### src/logic/chess_pkg.sv
package chess_pkg;

    // --------------------------------------------------
    // board types
    typedef logic [2:0]   coord_t;   // file or rank
    typedef logic [7:0]   square_t;  // [4] occupied, [3] color, [2:0] kind
    typedef logic [511:0] board_t;   // 64 squares, rank * 8 + file
    typedef logic [11:0]  disp_t;    // [9] selected, [8] cursor or selected
    typedef logic [2:0]   sound_t;
    typedef logic [2:0]   click_t;

    typedef enum logic [1:0] {
        st_play      = 2'b01,
        st_black_win = 2'b10,
        st_white_win = 2'b11
    } game_state_e;

    // --------------------------------------------------
    // piece encoding
    localparam logic color_white = 1'b0;
    localparam logic color_black = 1'b1;

    localparam logic [2:0] piece_king   = 3'd1;
    localparam logic [2:0] piece_queen  = 3'd2;
    localparam logic [2:0] piece_bishop = 3'd3;
    localparam logic [2:0] piece_knight = 3'd4;
    localparam logic [2:0] piece_rook   = 3'd5;
    localparam logic [2:0] piece_pawn   = 3'd6;

    // sound codes
    localparam sound_t snd_select   = 3'd1;
    localparam sound_t snd_deselect = 3'd2;
    localparam sound_t snd_move     = 3'd3;
    localparam sound_t snd_capture  = 3'd4;
    localparam sound_t snd_illegal  = 3'd5;
    localparam sound_t snd_gameover = 3'd7;

    localparam click_t click_none     = 3'd0;
    localparam click_t click_select   = 3'd1;
    localparam click_t click_deselect = 3'd2;
    localparam click_t click_try_move = 3'd3;
    localparam click_t click_illegal  = 3'd4;

endpackage

### src/logic/click_decode.sv
module click_decode import chess_pkg::*; (
    input  logic   clk,
    input  logic   rstn,
    input  logic   is_pressed,
    input  coord_t cursor_x,
    input  coord_t cursor_y,
    input  board_t board,
    input  logic   turn,
    input  logic   has_selected,
    input  coord_t sel_x,
    input  coord_t sel_y,
    output click_t click_kind
);

    logic    prev_pressed;
    logic    press_pulse;
    square_t target;
    logic    own_piece;
    logic    on_selection;

    // --------------------------------------------------
    // button edge
    always_ff @(posedge clk or negedge rstn) begin
        if (!rstn) begin
            prev_pressed <= 1'b0;
        end else begin
            prev_pressed <= is_pressed;
        end
    end

    assign press_pulse = is_pressed & ~prev_pressed;

    // --------------------------------------------------
    // classify the press
    assign target       = board[{cursor_y, cursor_x, 3'b000} +: 8];
    assign own_piece    = target[4] && (target[3] == turn);
    assign on_selection = has_selected && (cursor_x == sel_x) && (cursor_y == sel_y);

    always_comb begin
        click_kind = click_none;
        if (press_pulse) begin
            if (on_selection) begin
                click_kind = click_deselect;
            end else if (own_piece) begin
                click_kind = click_select;   // first pick or reselect
            end else if (has_selected) begin
                click_kind = click_try_move; // empty or enemy target
            end else begin
                click_kind = click_illegal;
            end
        end
    end

endmodule

### src/logic/move_check.sv
module move_check import chess_pkg::*; (
    input  board_t board,
    input  coord_t sel_x,
    input  coord_t sel_y,
    input  coord_t cursor_x,
    input  coord_t cursor_y,
    output logic   legal
);

    logic       sel_color;
    logic [2:0] sel_kind;
    coord_t     dx;
    coord_t     dy;
    coord_t     span;
    coord_t     step_x;
    coord_t     step_y;
    coord_t     mid_y;
    logic       target_full;
    logic       mid_full;
    logic       straight;
    logic       diagonal;
    logic       path_clear;
    logic       fwd_one;
    logic       fwd_two;
    logic       pawn_ok;
    logic       knight_ok;
    logic       king_ok;

    // --------------------------------------------------
    // geometry of the move
    assign sel_kind  = board[{sel_y, sel_x, 3'b000} +: 3];
    assign sel_color = board[{sel_y, sel_x, 3'b011}];

    assign dx = (cursor_x > sel_x) ? cursor_x - sel_x : sel_x - cursor_x;
    assign dy = (cursor_y > sel_y) ? cursor_y - sel_y : sel_y - cursor_y;

    assign span = (dx > dy) ? dx : dy;

    // unit step where 3'd7 wraps to -1
    assign step_x = (cursor_x > sel_x) ? 3'd1 : ((cursor_x < sel_x) ? 3'd7 : 3'd0);
    assign step_y = (cursor_y > sel_y) ? 3'd1 : ((cursor_y < sel_y) ? 3'd7 : 3'd0);

    assign target_full = board[{cursor_y, cursor_x, 3'b100}];

    assign straight = (dx == 3'd0) != (dy == 3'd0);
    assign diagonal = (dx == dy) && (dx != 3'd0);

    // walk the squares strictly between origin and target
    always_comb begin
        coord_t px;
        coord_t py;
        px         = sel_x;
        py         = sel_y;
        path_clear = 1'b1;
        for (int k = 1; k < 7; k++) begin
            px = px + step_x;
            py = py + step_y;
            if (k < int'(span) && board[{py, px, 3'b100}]) begin
                path_clear = 1'b0;
            end
        end
    end

    // --------------------------------------------------
    // pawn
    always_comb begin
        if (sel_color == color_white) begin
            fwd_one = ({1'b0, cursor_y} == {1'b0, sel_y} + 4'd1);
            fwd_two = (sel_y == 3'd1) && (cursor_y == 3'd3);
            mid_y   = 3'd2;
        end else begin
            fwd_one = ({1'b0, sel_y} == {1'b0, cursor_y} + 4'd1);
            fwd_two = (sel_y == 3'd6) && (cursor_y == 3'd4);
            mid_y   = 3'd5;
        end
    end

    assign mid_full = board[{mid_y, sel_x, 3'b100}];

    assign pawn_ok = ((dx == 3'd0) && fwd_one && !target_full)
                  || ((dx == 3'd0) && fwd_two && !mid_full && !target_full)
                  || ((dx == 3'd1) && fwd_one && target_full);   // capture

    assign knight_ok = ((dx == 3'd1) && (dy == 3'd2)) || ((dx == 3'd2) && (dy == 3'd1));
    assign king_ok   = (dx <= 3'd1) && (dy <= 3'd1) && (span != 3'd0);

    // --------------------------------------------------
    // per piece rule
    always_comb begin
        case (sel_kind)
            piece_pawn:   legal = pawn_ok;
            piece_knight: legal = knight_ok;
            piece_king:   legal = king_ok;
            piece_rook:   legal = straight && path_clear;
            piece_bishop: legal = diagonal && path_clear;
            piece_queen:  legal = (straight || diagonal) && path_clear;
            default:      legal = 1'b0;
        endcase
    end

endmodule

### src/logic/game_control.sv
module game_control import chess_pkg::*; (
    input  logic         clk,
    input  logic         rstn,
    input  click_t       click_kind,
    input  logic         legal,
    input  coord_t       cursor_x,
    input  coord_t       cursor_y,
    output board_t       board,
    output logic         turn,
    output logic         has_selected,
    output coord_t       sel_x,
    output coord_t       sel_y,
    output game_state_e  state,
    output sound_t       sound_code,
    output logic         play_sound,
    output disp_t [63:0] board_data
);

    square_t src_sq;
    square_t dst_sq;
    logic    king_taken;

    // standard opening with white on ranks 0 and 1
    function automatic board_t opening_board();
        board_t     b;
        logic [2:0] kind;
        b = '0;
        for (int f = 0; f < 8; f++) begin
            case (f)
                0, 7:    kind = piece_rook;
                1, 6:    kind = piece_knight;
                2, 5:    kind = piece_bishop;
                3:       kind = piece_queen;
                default: kind = piece_king;
            endcase
            b[(0 * 8 + f) * 8 +: 8] = {3'b000, 1'b1, color_white, kind};
            b[(1 * 8 + f) * 8 +: 8] = {3'b000, 1'b1, color_white, piece_pawn};
            b[(6 * 8 + f) * 8 +: 8] = {3'b000, 1'b1, color_black, piece_pawn};
            b[(7 * 8 + f) * 8 +: 8] = {3'b000, 1'b1, color_black, kind};
        end
        return b;
    endfunction

    assign src_sq     = board[{sel_y, sel_x, 3'b000} +: 8];
    assign dst_sq     = board[{cursor_y, cursor_x, 3'b000} +: 8];
    assign king_taken = dst_sq[4] && (dst_sq[2:0] == piece_king);

    // --------------------------------------------------
    // board, turn, selection and game state
    always_ff @(posedge clk or negedge rstn) begin
        if (!rstn) begin
            board        <= opening_board();
            turn         <= color_white;
            has_selected <= 1'b0;
            sel_x        <= '0;
            sel_y        <= '0;
            state        <= st_play;
            sound_code   <= '0;
            play_sound   <= 1'b0;
        end else begin
            play_sound <= 1'b0;  // one cycle pulse
            if (state == st_play && click_kind != click_none) begin
                play_sound <= 1'b1;
                case (click_kind)
                    click_select: begin
                        has_selected <= 1'b1;
                        sel_x        <= cursor_x;
                        sel_y        <= cursor_y;
                        sound_code   <= snd_select;
                    end
                    click_deselect: begin
                        has_selected <= 1'b0;
                        sound_code   <= snd_deselect;
                    end
                    click_try_move: begin
                        if (legal) begin
                            board[{cursor_y, cursor_x, 3'b000} +: 8] <= src_sq;
                            board[{sel_y, sel_x, 3'b000} +: 8]       <= '0;
                            turn         <= ~turn;
                            has_selected <= 1'b0;
                            if (king_taken) begin
                                sound_code <= snd_gameover;
                                state <= (turn == color_white) ? st_white_win : st_black_win;
                            end else if (dst_sq[4]) begin
                                sound_code <= snd_capture;
                            end else begin
                                sound_code <= snd_move;
                            end
                        end else begin
                            sound_code <= snd_illegal;  // rule broken or path blocked
                        end
                    end
                    default: begin
                        sound_code <= snd_illegal;
                    end
                endcase
            end
        end
    end

    // --------------------------------------------------
    // display words
    for (genvar i = 0; i < 64; i++) begin : g_disp
        logic is_cursor;
        logic is_sel;
        assign is_cursor = ({cursor_y, cursor_x} == 6'(i));
        assign is_sel    = has_selected && ({sel_y, sel_x} == 6'(i));
        assign board_data[i] = {2'b00, is_sel, is_cursor | is_sel, board[i * 8 +: 8]};
    end

endmodule

### src/logic/chess_top.sv
module chess_top import chess_pkg::*; (
    input  logic         clk,
    input  logic         rstn,
    input  coord_t       cursor_x,
    input  coord_t       cursor_y,
    input  logic         is_pressed,
    output game_state_e  state,
    output disp_t [63:0] board_data,
    output sound_t       sound_code,
    output logic         play_sound
);

    board_t board;
    logic   turn;
    logic   has_selected;
    coord_t sel_x;
    coord_t sel_y;
    click_t click_kind;
    logic   legal;

    click_decode u_click_decode (
        .clk          (clk),
        .rstn         (rstn),
        .is_pressed   (is_pressed),
        .cursor_x     (cursor_x),
        .cursor_y     (cursor_y),
        .board        (board),
        .turn         (turn),
        .has_selected (has_selected),
        .sel_x        (sel_x),
        .sel_y        (sel_y),
        .click_kind   (click_kind)
    );

    move_check u_move_check (
        .board    (board),
        .sel_x    (sel_x),
        .sel_y    (sel_y),
        .cursor_x (cursor_x),
        .cursor_y (cursor_y),
        .legal    (legal)
    );

    game_control u_game_control (
        .clk          (clk),
        .rstn         (rstn),
        .click_kind   (click_kind),
        .legal        (legal),
        .cursor_x     (cursor_x),
        .cursor_y     (cursor_y),
        .board        (board),
        .turn         (turn),
        .has_selected (has_selected),
        .sel_x        (sel_x),
        .sel_y        (sel_y),
        .state        (state),
        .sound_code   (sound_code),
        .play_sound   (play_sound),
        .board_data   (board_data)
    );

endmodule

### config.mk
export PLATFORM = sky130hd
export DESIGN_NAME = chess_top
export DESIGN_NICKNAME = d
export VERILOG_FILES = /design/src/logic/chess_pkg.sv /design/src/logic/click_decode.sv /design/src/logic/move_check.sv /design/src/logic/game_control.sv /design/src/logic/chess_top.sv
export SDC_FILE = /design/constraint.sdc
export NUM_CORES = 2
export LEC_CHECK = 0
export BUFFER_PORTS_ARGS = -buffer_cell sky130_fd_sc_hd__buf_4
export CORE_MARGIN = 2
export CORE_UTILIZATION = 31
export CTS_CLUSTER_DIAMETER = 50
export DETAILED_ROUTE_END_ITERATION = 8
export GPL_ROUTABILITY_DRIVEN = 0
export PLACE_DENSITY = 0.48
export SYNTH_ARGS = -nofsm -noshare
export SYNTH_HDL_FRONTEND = slang
export SYNTH_SLANG_ARGS = --single-unit
### constraint.sdc
create_clock -name clk -period 16.55 [get_ports clk]
set_clock_uncertainty 0.1 [all_clocks]
set_input_delay 1.655 -clock clk [delete_from_list [all_inputs] [get_ports clk]]
set_output_delay 1.655 -clock clk [all_outputs]
set_load 0.01 [all_outputs]
; Word-level counts from Yosys, hierarchy flattened
; Index checks and enable logic that the tools add are counted.
; Widths: inputs -> output; s select.
[op_classes]
mux = 49
n_addsub = 20
shifts = 7
n_eq_ne = 153
reduce_logical = 110
order_cmp = 22
bitwise = 67
[op_table]
columns = operator, count
row1 = $bwmux 512, 2
row2 = $shift 8x11->512 const A, 2
row3 = $shiftx 512x10->3, 1
row4 = $shiftx 512x10->5, 1
row5 = $shiftx 512x10->8, 1
row6 = $shiftx 8x11->512, 1
row7 = $shiftx 8x11->512 const A, 1
row8 = $eq 6x6->1 const B, 64
row9 = $eq 6x5->1 const B, 32
row10 = $eq 6x4->1 const B, 16
row11 = $logic_and 1x1->1, 92
row12 = $lt 9x10->1 const B, 9
row13 = $or 1x1->1, 64
row14 = $bmux 1 s6, 9
row15 = $eq 6x3->1 const B, 8
row16 = $mux 3, 15
row17 = $add 3x3->3, 12
row18 = $eq 6x2->1 const B, 4
row19 = $neg 9->11, 2
row20 = $eq 3x2->1 const B, 7
row21 = $mux 1, 20
row22 = $eq 3x1->1 const B, 6
row23 = $eq 3x3->1 const B, 5
row24 = $eq 6x1->1 const B, 2
row25 = 27 further kinds, 52
[totals]
out_inout_bits = 774
reg_bits = 527
in_bits = 9
word_cells = 437

; Longest topological paths before layout
[depth]
depth_word = 17
ltp_mapped = 35
depth_no_buf = 25

; By module
; From an unflattened synthesis, not the netlist that was laid out.
[unflattened]
hier_cells = 3825
hier_area_um2 = 41750.0
[modules_own_cells]
columns = module, instances, seq_area_each_um2, cells_per_inst, area_each_um2
row1 = game_control, 1, 13294.0, 2937, 32816.5
row2 = move_check, 1, 0.0, 766, 7632.3
row3 = click_decode, 1, 25.0, 122, 1301.2

; Least setup slack after synthesis
; Ideal clock, no wire load.
[synth_timing]
path_kind = input to register
from = input cursor_x[1]
to = register u_game_control.board[264]
n_path_buf = 9
t_required_ps = 16311
stages = 32
setup_time_ps = 139
arrival_ps = 10768
slack_ps = 5543
path_cell_list = clkbuf_1 buf_2 buf_2 buf_2 inv_2 ha_1 nand3b_1 and2_1 clkbuf_1 or3_1 ha_1 fa_1 inv_1 fa_1 fa_1 fa_1 clkbuf_1 inv_1 fa_1 fa_1 clkbuf_1 mux4_2 mux2i_1 nor3_1 or4_1 nand3_1 o21ai_1 o41ai_2 buf_2 buf_4 nand3_2 o2bb2ai_1
[synth_via]
elab_chain_cells = 16
elab_cells_between_ends = 94
cone_classes = 9 x add/sub / 10 x order compare / 7 x eq/ne / 3 x shift / 30 x mux / 35 x reduce/logical
[synth_lines]
columns = item, line_no
row1 = "start, declared", chess_top.sv:4  ; input coord_t cursor_x,
row2 = $lt 3x3->1, move_check.sv:40  ; assign step_x = (cursor_x > sel_x) ? 3'd1 : ((cursor_x < sel_x) ? 3'd7 : 3'd0);
row3 = $mux 3 (2 in a row), move_check.sv:40
row4 = $add 3x3->3, move_check.sv:56  ; px = px + step_x;
row5 = $add 3x3->3 / $bmux 1 s6 (equally long branches), "move_check.sv:56, move_check.sv:58"
row6 = "$add 3x3->3, or another cell as far along (4 in a row)", move_check.sv:56
row7 = "$bmux 1 s6, or another cell as far along", move_check.sv:58  ; if (k < int'(span) && board[{py, px, 3'b100}]) begin
row8 = $mux 1 (not written as such) / $logic_and 1x1->1 (equally long branches), move_check.sv:58
row9 = $logic_and 1x1->1 / $mux 1 (equally long branches), move_check.sv:58
row10 = $mux 1, move_check.sv:58
row11 = "$logic_and 1x1->1, on equally long branches", "move_check.sv:96, move_check.sv:94, move_check.sv:95"
row12 = $pmux 1 s6, move_check.sv:90  ; case (sel_kind)
row13 = $reduce_and 3->1 (no source line), --
row14 = "end signal, assigned", game_control.sv:52  ; board <= opening_board();
row15 = "end signal, assigned by index", game_control.sv:77  ; board[{cursor_y, cursor_x, 3'b000} +: 8] <= src_sq;
row16 = "end, declared", game_control.sv:8  ; output board_t board,
; Parallel ways exist; a longest one is shown, timed or not. The select of a mux whose other input is x is not followed.
; A chain may end at the register's enable or synchronous reset.

; Final worst setup path
[layout_timing]
from = input cursor_x[0]
to = register u_game_control.board[390]
; The elaborated chain is that of the path after synthesis.

==> run summary <==
OUTCOME
----------------------------------------------------------------------------------
Result of the run ................................................... complete, no violations

STA
----------------------------------------------------------------------------------
Final setup violating endpoints .....................................            0
Crit share post-route ...............................................       81.68%
Setup repair after global routing missed its margin .................        false
Final setup TNS .....................................................         0 ps
FMAX ................................................................  0.07398 GHz
Transition time at the pin with the least slew margin ...............      1364 ps
Slew headroom .......................................................       8.763%
Final hold violations ...............................................            0
Final max-slew violation count ......................................            0
Post-layout minimum cycle time ......................................     13520 ps

GLOBAL ROUTE
----------------------------------------------------------------------------------
First-pass GRT wire length .......................................... 260600 microns
Global routing met1 resource utilization ............................       39.85%
Global Route Usage Sum ..............................................       32.99%
Met3 Resource Use GR ................................................       11.38%
Met2 GRT Util .......................................................       52.36%
Antenna violations before repair ....................................            6
Largest net degree at the start of global routing ...................           99
Grt ovf .............................................................            0
Vias in the first global route ......................................        30940
GRT busiest layer ...................................................         met2

SETUP PATH
----------------------------------------------------------------------------------
Worst R2R Setup Slack ...............................................      3310 ps
WP data required ....................................................     17020 ps
Worst Reg2Reg Path Length in Cells ..................................           27
Top cell by count, worst path ....................................... sky130_fd_sc_hd__fa_1
Crit path arrival time ..............................................     13980 ps
Largest incremental delay on the critical path ......................      1100 ps
Worst R2R End ....................................................... u_game_control.board[390]
Origin of the critical flop-to-flop path ............................ u_game_control.sel_x[2]
Critical path fanouts, max ..........................................           44
Critical path endpoint category .....................................     register
Slowest stage cell, crit path ....................................... sky130_fd_sc_hd__fa_1
Category of the most critical setup path ............................    in -> reg
Startpoint type of the worst setup path .............................   input port

FINISH
----------------------------------------------------------------------------------
Cell area after layout ..............................................  42730 sq um
Share of final-layout standard cells stronger than drive strength 1 .       36.61%
Post-layout util ....................................................       38.72%
Nets@finish .........................................................         3615
Number of non-filler instances in the completed layout ..............         5113
Synth-to-Final Area Change ..........................................       24.35%

FLOORPLANNING
----------------------------------------------------------------------------------
Count of boundary I/O pins ..........................................          783
Area of the die ..................................................... 113500 sq um
Horiz. Die Dim ...................................................... 336.9 microns
Die height .......................................................... 336.9 microns
Initial core utilization ............................................       31.13%
Std cell rows .......................................................          122
Area of the core .................................................... 110400 sq um

CLOCKING
----------------------------------------------------------------------------------
Depth of the CTS H-tree .............................................            3
Maximum count of clock buffers along a single path ..................            3
Total setup buffers inserted after CTS ..............................            0
Register clock-pin slew on the reported worst setup and hold paths ..        60 ps
TritonCTS Buffers ...................................................           80
Number of buffers inserted by hold repair at cts ....................            0
Clock sink count ....................................................          527
Cell at the root of the clock tree .................................. sky130_fd_sc_hd__clkbuf_16
Resize count post-CTS ...............................................            0
TritonCTS clock tree ................................................        built
Insertion delay of the later-clocked pin in the worst-skew pair .....       680 ps

SYNTHESIS
----------------------------------------------------------------------------------
Number of unique standard cell types used by synthesis ..............           82
Mapped cell area ....................................................  34360 sq um
Mean instance size in the synthesized netlist .......................  11.42 sq um
Synth Warn # ........................................................            0
Share of synthesized flip-flops with an asynchronous set or reset ...       100.0%
Number of enable-type register cells in the synthesized netlist .....            0
Share of the yosys chip area belonging to registers .................       38.76%
Post-Synthesis Cells ................................................         3010
Primary FF master, synth ............................................ sky130_fd_sc_hd__dfrtp_1
Synthesized flop and latch total ....................................          527

DRT
----------------------------------------------------------------------------------
Average via count per standard cell .................................        6.239
Drt first pass iters ................................................            7
Wire length reported by the detailed router ......................... 192200 microns
Number of vias after detailed routing ...............................        31900
Number of design rule violations left after detail routing ..........            0
Number of DRC markers after the initial detailed-route iteration ....         3694
Residual antenna-violating net count after detailed routing .........            0
Wire per inst ....................................................... 37.59 microns

HOLD PATH
----------------------------------------------------------------------------------
Min-Delay Startpoint ................................................ u_game_control.state[0]
Worst hold endpoint ................................................. u_game_control.state[0]
Type of the most critical hold path .................................   reg -> reg
Hold Path Stages ....................................................            1

PLACEMENT
----------------------------------------------------------------------------------
Post-placement cell count ...........................................         4960
Half-perimeter wire length after placement .......................... 139900 microns
Area after detailed placement .......................................  39940 sq um
Number of port buffers ..............................................          654

POWER AND IR DROP
----------------------------------------------------------------------------------
Worst VDD drop ......................................................     77.49 uV
Power Dens Cells .................................................... 78.28 nW/um^2
Static leakage power ................................................     18.40 nW
Design Power ........................................................     3.345 mW

RUN
----------------------------------------------------------------------------------
Maximum Capacitance Violations ......................................            0

[per-layer routing]
metal / up-vias / share of wire, %
met3: 441 / 11
li1: 12680 / -
met2: 2143 / 46
met4: 8 / 5.8
met5: - / 0.028
met1: 16630 / 37
[metrics by stage]
stage | setup slack (ps) | hold WS (ps)
2_1_floorplan | 5543 | 370.2
3_3_place_gp | 2740 | 356.6
3_5_place_dp | 2624 | 363.8
4_1_cts | 3288 | 373.8
5_1_grt | 2541 | 394.5
6_report | 3032 | 371.3
[logic make-up after synthesis]
group,after synthesis,share of synthesized area (%)
compound gates,898,20.44
xor+xnor,40,1.344
buf+inv,452,7.483
other cells,1,0.01091
fa+ha+maj,52,2.243
simple gates,633,9.475
mux,407,20.24
flops,527,38.76
[cells in the mapped netlist, drive strengths merged (5+ instances only)]
cell / count / share of area, %
o2bb2ai: 512 / 13
dfrtp: 422 / 31
buf: 294 / 5.8
mux4: 228 / 15
nand3: 174 / 3.5
nor2: 169 / 1.8
mux2i: 157 / 4.6
nand2: 137 / 1.5
clkbuf: 113 / 1.2
dfstp: 105 / 8.0
o22ai: 86 / 1.6
o21ai: 72 / 1.0
a21oi: 64 / 0.93
nor3: 59 / 0.87
inv: 44 / 0.48
ha: 36 / 1.3
o211ai: 34 / 0.74
a22oi: 33 / 0.72
xnor2: 26 / 0.76
nor2b: 23 / 0.42
mux2: 22 / 0.72
a21o: 19 / 0.42
fa: 16 / 0.93
nand4: 16 / 0.29
nand2b: 11 / 0.20
nor4: 9 / 0.16
xor2: 9 / 0.25
a31oi: 8 / 0.15
and2: 8 / 0.15
and3: 8 / 0.15
a211oi: 7 / 0.15
o2111ai: 6 / 0.20
or3: 6 / 0.11
a221oi: 5 / 0.13
a22o: 5 / 0.13
o31ai: 5 / 0.11
[state kept, by name (all words and copies together), names as in the netlist]
| name | cells |
|---|---|
| u_game_control.sound_code | 3 |
| u_game_control.board | 512 |
| u_game_control.play_sound | 1 |
| u_game_control.sel_x | 3 |
| u_game_control.turn | 1 |
| u_game_control.state | 2 |
| u_game_control.has_selected | 1 |
| u_game_control.sel_y | 3 |
| u_click_decode.prev_pressed | 1 |
[final cells by class]
type	count	area, sq um
Clock inverter	43	490.5
Clock buffer	107	2286
Multi-Input combinational cell	2158	18990
Sequential cell	527	13330
Tap cell	1488	1862
Fill cell	10860	67640
Timing Repair Buffer	742	5594
Inverter	45	168.9
Antenna cell	3	7.507
[critical path: cells and delay by family]
family	cells	cell delay, ps
simple gates	6	2350
buf+inv	6	2250
compound gates	5	970
fa+ha+maj	8	6110
mux	1	390
[cells in the final DEF, fill, tap and decap left out, drive strengths merged, types with 9 or more instances in the layout]
cell     netlist  final
buf          294    742
o2bb2ai      512    512
dfrtp        422    422
mux4         228    228
nand3        174    174
nor2         169    169
mux2i        157    157
nand2        137    137
conb           1    128
clkbuf       113    107
dfstp        105    105
o22ai         86     86
o21ai         72     72
a21oi         64     64
nor3          59     59
inv           44     55
ha            36     36
o211ai        34     34
a22oi         33     33
xnor2         26     26
nor2b         23     23
mux2          22     22
clkinv         1     22
a21o          19     19
nand4         16     16
fa            16     16
nand2b        11     11
nor4           9      9
xor2           9      9
[worst max path at each step]
stage | cells after the start | slack [ps] | endpoint | startpoint
4_1_cts | 27 | 3290 | u_game_control.board[158] | cursor_x[0]
3_5_place_dp | 27 | 2620 | u_game_control.board[430] | cursor_x[0]
2_1_floorplan | 32 | 5540 | u_game_control.board[264] | cursor_x[1]
6_report | 26 | 3030 | u_game_control.board[390] | cursor_x[0]
3_3_place_gp | 27 | 2740 | u_game_control.board[414] | cursor_x[0]
5_1_grt | 26 | 2540 | u_game_control.board[390] | cursor_x[0]
[power by group]
group / internal, mW / switching, mW
logic: 0.0806 / 0.195
clock network: 1.08 / 0.699
registers: 1.29 / 0.0000391
Note: power is estimated with default switching activity, not from simulation.
